`src/alu_types_pkg.sv`:
```
package alu_types_pkg;

  // datapath width shared by both operands and the result
  localparam int alu_data_width = 32;

  // raw opcode width as it arrives on the instruction port
  localparam int alu_opcode_width = 4;

  // cycles from an accepted instruction to its result in the pipelined build
  // one register in the operand stage and two in the result stage
  localparam int alu_pipe_latency = 3;

  // operand and result word
  typedef logic [alu_data_width-1:0] alu_data_t;

  // opcode as seen on the ports, legal or not
  typedef logic [alu_opcode_width-1:0] alu_opcode_t;

endpackage

```
`src/alu_isa_pkg.sv`:
```
package alu_isa_pkg;

  import alu_types_pkg::*;

  // instruction set, binary ops take operand b as the left side
  typedef enum logic [alu_opcode_width-1:0] {
    op_not  = 4'h0, // ~a
    op_and  = 4'h1,
    op_or   = 4'h2,
    op_xor  = 4'h3,
    op_add  = 4'h4,
    op_sub  = 4'h5, // b - a
    op_nand = 4'h6,
    op_nor  = 4'h7,
    op_xnor = 4'h8,
    op_mul  = 4'h9, // low half of b * a
    op_shl  = 4'ha, // b << a[4:0]
    op_shr  = 4'hb, // b >> a[4:0], logical
    op_slt  = 4'hc  // b < a as signed values
  } alu_op_e;

  // anything above this opcode is illegal
  localparam alu_opcode_t alu_op_last = alu_opcode_t'(op_slt);

  // true for the opcodes served by the bitwise unit
  function automatic logic is_logic_op(alu_opcode_t opcode);
    logic hit;
    case (alu_op_e'(opcode))
      op_not, op_and, op_or, op_xor,
      op_nand, op_nor, op_xnor: hit = 1'b1;
      default:                  hit = 1'b0;
    endcase
    return hit;
  endfunction

endpackage

```
`src/alu_operand_stage.sv`:
```
`timescale 1ns/1ps

module alu_operand_stage import alu_types_pkg::*, alu_isa_pkg::*; #(
  parameter bit use_pipeline = 1'b1
) (
  input  logic        alu_clk,
  input  logic        alu_resetn,
  input  alu_data_t   op_a_i,
  input  alu_data_t   op_b_i,
  input  alu_opcode_t opcode_i,
  input  logic        instr_valid_i,
  output alu_data_t   op_a_o,
  output alu_data_t   op_b_o,
  output alu_opcode_t opcode_o,
  output logic        valid_o,
  output logic        illegal_o
);

  logic illegal_in;

  // the only legality decision in the design, only meaningful with a valid instruction
  assign illegal_in = instr_valid_i && (opcode_i > alu_op_last);

  generate
    if (use_pipeline) begin : g_reg
      // first pipeline register, control part
      always_ff @(posedge alu_clk) begin
        if (!alu_resetn) begin
          valid_o   <= 1'b0;
          illegal_o <= 1'b0;
        end else begin
          valid_o   <= instr_valid_i;
          illegal_o <= illegal_in;
        end
      end

      always_ff @(posedge alu_clk) begin
        op_a_o   <= op_a_i;
        op_b_o   <= op_b_i;
        opcode_o <= opcode_i;
      end
    end else begin : g_pass
      // zero latency build, everything flows straight to the units
      assign op_a_o    = op_a_i;
      assign op_b_o    = op_b_i;
      assign opcode_o  = opcode_i;
      assign valid_o   = instr_valid_i;
      assign illegal_o = illegal_in;
    end
  endgenerate

endmodule

```
`src/alu_logic_unit.sv`:
```
`timescale 1ns/1ps

module alu_logic_unit import alu_types_pkg::*, alu_isa_pkg::*; (
  input  alu_data_t   op_a_i,
  input  alu_data_t   op_b_i,
  input  alu_opcode_t opcode_i,
  output alu_data_t   result_o
);

  // bitwise operations, b is the left operand where order would matter
  always_comb begin
    case (alu_op_e'(opcode_i))
      op_not:  result_o = ~op_a_i; // unary, b is ignored
      op_and:  result_o = op_b_i & op_a_i;
      op_or:   result_o = op_b_i | op_a_i;
      op_xor:  result_o = op_b_i ^ op_a_i;
      op_nand: result_o = ~(op_b_i & op_a_i);
      op_nor:  result_o = ~(op_b_i | op_a_i);
      op_xnor: result_o = ~(op_b_i ^ op_a_i);
      default: result_o = '0; // arith and illegal opcodes are picked up elsewhere
    endcase
  end

endmodule

```
`src/alu_arith_unit.sv`:
```
`timescale 1ns/1ps

module alu_arith_unit import alu_types_pkg::*, alu_isa_pkg::*; (
  input  alu_data_t   op_a_i,
  input  alu_data_t   op_b_i,
  input  alu_opcode_t opcode_i,
  output alu_data_t   result_o
);

  logic [$clog2(alu_data_width)-1:0] shamt;
  logic                              b_lt_a;
  alu_data_t                         product;

  // shifts use only the low bits of a, so shifting by 32 or more wraps
  assign shamt = op_a_i[$clog2(alu_data_width)-1:0];

  assign b_lt_a = $signed(op_b_i) < $signed(op_a_i);

  // the multiplier sets the critical path of this unit
  // only the low half of the product is kept
  assign product = op_b_i * op_a_i;

  always_comb begin
    case (alu_op_e'(opcode_i))
      op_add:  result_o = op_b_i + op_a_i; // carry out is dropped
      op_sub:  result_o = op_b_i - op_a_i;
      op_mul:  result_o = product;
      op_shl:  result_o = op_b_i << shamt;
      op_shr:  result_o = op_b_i >> shamt; // logical, zeros shift in
      op_slt:  result_o = alu_data_t'(b_lt_a);
      default: result_o = '0;
    endcase
  end

endmodule

```
`src/alu_result_stage.sv`:
```
`timescale 1ns/1ps

module alu_result_stage import alu_types_pkg::*, alu_isa_pkg::*; #(
  parameter bit use_pipeline = 1'b1
) (
  input  logic        alu_clk,
  input  logic        alu_resetn,
  input  alu_data_t   logic_result_i,
  input  alu_data_t   arith_result_i,
  input  alu_opcode_t opcode_i,
  input  logic        valid_i,
  input  logic        illegal_i,
  output alu_data_t   result_o,
  output logic        result_valid_o,
  output logic        illegal_op_o
);

  alu_data_t sel_result;

  // illegal opcodes always come back as zero
  always_comb begin
    if (illegal_i) begin
      sel_result = '0;
    end else if (is_logic_op(opcode_i)) begin
      sel_result = logic_result_i;
    end else begin
      sel_result = arith_result_i;
    end
  end

  generate
    if (use_pipeline) begin : g_pipe
      alu_data_t sel_result_q;
      logic      sel_valid_q;
      logic      sel_illegal_q;

      // second and third pipeline registers
      always_ff @(posedge alu_clk) begin
        if (!alu_resetn) begin
          sel_result_q   <= '0;
          sel_valid_q    <= 1'b0;
          sel_illegal_q  <= 1'b0;
          result_o       <= '0;
          result_valid_o <= 1'b0;
          illegal_op_o   <= 1'b0;
        end else begin
          sel_result_q   <= sel_result; // select register
          sel_valid_q    <= valid_i;
          sel_illegal_q  <= illegal_i;
          result_o       <= sel_result_q; // output register
          result_valid_o <= sel_valid_q;
          illegal_op_o   <= sel_illegal_q;
        end
      end
    end else begin : g_comb
      assign result_o       = sel_result;
      assign result_valid_o = valid_i;
      assign illegal_op_o   = illegal_i; // already qualified by valid in the operand stage
    end
  endgenerate

endmodule

```
`src/alu_top.sv`:
```
`timescale 1ns/1ps

module alu_top import alu_types_pkg::*; #(
  parameter bit use_pipeline = 1'b1 // 0 gives a zero latency combinational ALU
) (
  input  logic        alu_clk,
  input  logic        alu_resetn,
  input  alu_data_t   op_a_i,
  input  alu_data_t   op_b_i,
  input  alu_opcode_t opcode_i,
  input  logic        instr_valid_i,
  output alu_data_t   result_o,
  output logic        result_valid_o,
  output logic        illegal_op_o
);

  alu_data_t   op_a;
  alu_data_t   op_b;
  alu_opcode_t opcode;
  logic        valid;
  logic        illegal;
  alu_data_t   logic_result;
  alu_data_t   arith_result;

  alu_operand_stage #(
    .use_pipeline(use_pipeline)
  ) u_operand_stage (
    .alu_clk      (alu_clk),
    .alu_resetn   (alu_resetn),
    .op_a_i       (op_a_i),
    .op_b_i       (op_b_i),
    .opcode_i     (opcode_i),
    .instr_valid_i(instr_valid_i),
    .op_a_o       (op_a),
    .op_b_o       (op_b),
    .opcode_o     (opcode),
    .valid_o      (valid),
    .illegal_o    (illegal)
  );

  // both units see every instruction, the result stage picks one
  alu_logic_unit u_logic_unit (
    .op_a_i  (op_a),
    .op_b_i  (op_b),
    .opcode_i(opcode),
    .result_o(logic_result)
  );

  alu_arith_unit u_arith_unit (
    .op_a_i  (op_a),
    .op_b_i  (op_b),
    .opcode_i(opcode),
    .result_o(arith_result)
  );

  alu_result_stage #(
    .use_pipeline(use_pipeline)
  ) u_result_stage (
    .alu_clk       (alu_clk),
    .alu_resetn    (alu_resetn),
    .logic_result_i(logic_result),
    .arith_result_i(arith_result),
    .opcode_i      (opcode),
    .valid_i       (valid),
    .illegal_i     (illegal),
    .result_o      (result_o),
    .result_valid_o(result_valid_o),
    .illegal_op_o  (illegal_op_o)
  );

endmodule

```
`config.mk`:
```
export PLATFORM = sky130hd
export DESIGN_NAME = alu_top
export DESIGN_NICKNAME = d
export VERILOG_FILES = /design/src/alu_types_pkg.sv /design/src/alu_isa_pkg.sv /design/src/alu_operand_stage.sv /design/src/alu_logic_unit.sv /design/src/alu_arith_unit.sv /design/src/alu_result_stage.sv /design/src/alu_top.sv
export SDC_FILE = /design/constraint.sdc
export NUM_CORES = 2
export LEC_CHECK = 0
export ABC_AREA = 1
export ABC_CLOCK_PERIOD_IN_PS = 9900
export BUFFER_PORTS_ARGS = -buffer_cell sky130_fd_sc_hd__buf_2
export CORE_ASPECT_RATIO = 0.9
export CORE_MARGIN = 3
export CORE_UTILIZATION = 50
export DETAILED_ROUTE_END_ITERATION = 10
export GPL_ROUTABILITY_DRIVEN = 1
export PLACE_DENSITY = 0.72
export SLEW_MARGIN = 20
export SYNTH_ARGS = -nofsm -noshare
export SYNTH_HDL_FRONTEND = slang
export SYNTH_SLANG_ARGS = --single-unit
```
`constraint.sdc`:
```
create_clock -name alu_clk -period 9.9 [get_ports alu_clk]
set_clock_uncertainty 0.05 [all_clocks]
set_input_delay 0.495 -clock alu_clk [delete_from_list [all_inputs] [get_ports alu_clk]]
set_output_delay 0.495 -clock alu_clk [all_outputs]
set_load 0.005 [all_outputs]
```
==> flow_metrics.py <==
metrics = {
    "clocking": {
        "worstSkewPairLatency_ns": 0.46,
        "clkSinkCount": 138,
        "hold_buffers": 0,
        "root_buffer": "clkbuf_16",
        "cts_tree": "done",
        "cts_resized": 0,
        "cts_buffers": 17,
        "htreeDepth": 4,
        "postCtsSetupBuffers": 0,
        "clkTransAtPathRegs_ns": 0.09,
        "clock_path_buffers": 2,
    },
    "min_path": {
        "hold_end": "u_operand_stage.op_a_o[9]",
        "hold_depth": 1,
        "hp-start": "op_a_i[9]",
        "hold_class": "in2reg",
    },
    "logic_synthesis": {
        "yosysMostFrequentCell": "nand2_1",
        "syn-cell-area_sq_um": 29440,
        "postSynthCellCount": 4276,
        "synth_commonest_cells": "nand2_1 (1071), inv_1 (999), fa_1 (410), ha_1 (220), a21oi_1 (192)",
        "synthFlopType": "dfxtp_1",
        "synth-edff-count": 0,
        "async_flop_share": 0,
        "synth_seq_cells": 138,
        "synth_top_area_frac": 0.2788,
        "synth.distinct_cells": 69,
        "synth_nets": 4977,
        "synth_top_cell_by_area": "fa_1",
        "avgSynthCellArea_sq_um": 6.885,
        "yosys-top-cells-area": "fa_1 (28%), nand2_1 (14%), inv_1 (13%), dfxtp_1 (9.4%), ha_1 (9.3%)",
        "ys_warn_count": 0,
        "seq_area_frac_synth": 0.09383,
    },
    "setup_path": {
        "r2r_start": "u_operand_stage.op_b_o[9]",
        "cp-start-kind": "register",
        "ff2ff_path_depth": 25,
        "worstPathRequired_ns": 10.14,
        "criticalPathCategory": "reg2reg",
        "worst-path-max-fanout": 14,
        "cp-end-kind": "register",
        "reg2reg_slack_ns": 1.45,
        "cp.arrival_ns": 8.69,
        "r2r_end": "u_result_stage.g_pipe.sel_result_q[20]",
    },
    "detailed_routing": {
        "vias_per_cell": 5.710,
        "vias": 28710,
        "wirelength_um": 113200,
        "ant_nets": 0,
        "first_pass_iters": 8,
        "drc": 0,
        "drt_iter0_drc": 3982,
        "wl_per_cell_um": 22.51,
    },
    "grt": {
        "grt_pass1_vias": 27270,
        "grt.overflow.total": 0,
        "groute.usage.overall": 0.3649,
        "grt_pass1_wl_um": 168800,
        "grt_max_degree": 82,
        "antenna_found_initial": 4,
    },
    "floorplanning": {
        "initial_core_util": 0.5108,
        "row_count": 83,
        "die-width_um": 261.8,
        "core_sq_um": 57640,
        "ioPinCount": 105,
        "die_h_um": 236.2,
        "dieArea_sq_um": 61830,
    },
    "final_layout": {
        "drive_gt1_frac": 0.08187,
        "register_area_sq_um": 2768,
        "areaGrowthSynthToFinish_pct": 5.270,
        "multi_input_area_sq_um": 21660,
        "fin_nets": 4952,
        "fill_cells": 5739,
    },
    "sta": {
        "tightest_slew_ns": 1.266,
        "finalHoldViolCount": 0,
        "period_needed_ns": 8.449,
        "grt_setup_unrepaired": "false",
        "clock.fmax_mhz": 118.4,
        "slew_headroom": 0.1527,
        "setup_tns_ns": 0,
        "setup_violations": 0,
        "final.period_utilization": 0.8535,
        "drv_slew": 0,
    },
    "job": {
        "drv_cap": 0,
    },
    "placement": {
        "place_congestion": 1.039,
        "place_hpwl_um": 91180,
        "io_buffer_count": 104,
    },
    "outcome": {
        "status": "completed",
    },
}
-- worst max-delay path, cell delays in order, from the launching register on --
cell,delay (ns)
dfxtp_1,0.84
buf_4,0.43
nand2_1,0.13
fa_1,0.44
inv_1,0.07
fa_1,0.46
fa_1,0.52
inv_1,0.05
fa_1,0.48
inv_1,0.05
fa_1,0.50
inv_1,0.05
fa_1,0.53
inv_1,0.05
fa_1,0.50
fa_1,0.45
ha_1,0.39
nand4_1,0.17
nor3_1,0.66
nand4_1,0.29
nand3_1,0.27
a21oi_1,0.08
o21ai_0,0.19
o2111ai_1,0.30
nor2_1,0.21
a31oi_1,0.10
-- final cells by class --
cell class                      instances  area share
Clock inverter                         14    0.005490
Inverter                             1054      0.1279
Sequential cell                       138     0.08930
Clock buffer                           17     0.01373
Timing Repair Buffer                  172     0.03367
Antenna cell                            1  0.00008074
Tap cell                              765     0.03088
Multi-Input combinational cell       2868      0.6990
-- stage by stage --
step / hold slack [ns] / cells / utilization / setup slack (ns) / cell area [sq um]
after detailed placement: 0.3479 / 4997 / 0.5273 / 1.723 / 30390
after CTS: 0.07578 / 5028 / 0.5377 / 1.696 / 30990
after floorplan: 0.3405 / 4276 / - / 2.697 / 29440
after global placement: 0.3429 / 4997 / 0.5273 / 1.681 / 30390
after global routing: 0.07772 / 5028 / 0.5377 / 1.372 / 30990
final: 0.07473 / 5029 / 0.5377 / 1.451 / 30990
-- flip-flops by register name, indices dropped and copies added (netlist names), 4 cells and up --
name and count:
u_operand_stage.op_a_o 32, u_operand_stage.op_b_o 32, u_operand_stage.opcode_o 4, u_result_stage.g_pipe.sel_result_q 32, u_result_stage.result_o 32
-- cells by family after synthesis --
kind of cell / share of synthesized area
adders and majority gates: 0.3723
muxes: 0.002040
AOI/OAI and AO/OA: 0.1426
xor gates and xnor gates: 0.009222
and+or+nand+nor: 0.2093
DFF: 0.09383
buffers and inverters: 0.1708
-- worst max path at each step --
| stage | from | cells past startpoint | end | slack [ns] |
|---|---|---|---|---|
| floorplan | u_operand_stage.op_a_o[2] | 30 | u_result_stage.g_pipe.sel_result_q[30] | 2.70 |
| global placement | u_operand_stage.op_b_o[9] | 25 | u_result_stage.g_pipe.sel_result_q[20] | 1.68 |
| global route | u_operand_stage.op_b_o[9] | 25 | u_result_stage.g_pipe.sel_result_q[20] | 1.37 |
| finish | u_operand_stage.op_b_o[9] | 25 | u_result_stage.g_pipe.sel_result_q[20] | 1.45 |
| CTS | u_operand_stage.op_b_o[9] | 25 | u_result_stage.g_pipe.sel_result_q[20] | 1.70 |
| detailed placement | u_operand_stage.op_b_o[9] | 25 | u_result_stage.g_pipe.sel_result_q[20] | 1.72 |
-- metal layers --
layer	global-route usage	vias to the layer above	share of wire
li1	-	12960	-
met2	0.5057	1919	0.39
met4	0.1460	2	0.051
met1	0.5387	13520	0.42
met3	0.09189	312	0.13
met5	0	-	0.00011
-- cell usage in the layout (no fill, tap or decap), drive strengths merged, types with 4 or more instances in the layout --
master,n
nand2,1096
inv,1053
fa,410
o21ai,265
ha,220
a21oi,209
nor2,182
buf,172
nand3,139
dfxtp,138
o22ai,62
nor3,37
nand4,26
o221ai,22
o21bai,21
xor2,19
a2111oi,18
a31oi,17
clkbuf,17
o211ai,15
a21o,14
or2,13
xnor2,12
a221oi,11
a211oi,11
clkinv,11
mux2i,6
o2111ai,6
o21a,5
nand3b,5
nor4,4
a21boi,4
Power is left out: the tool's default activity adds up to more than one toggle a clock period on the data nets, which glitch-free logic cannot reach.
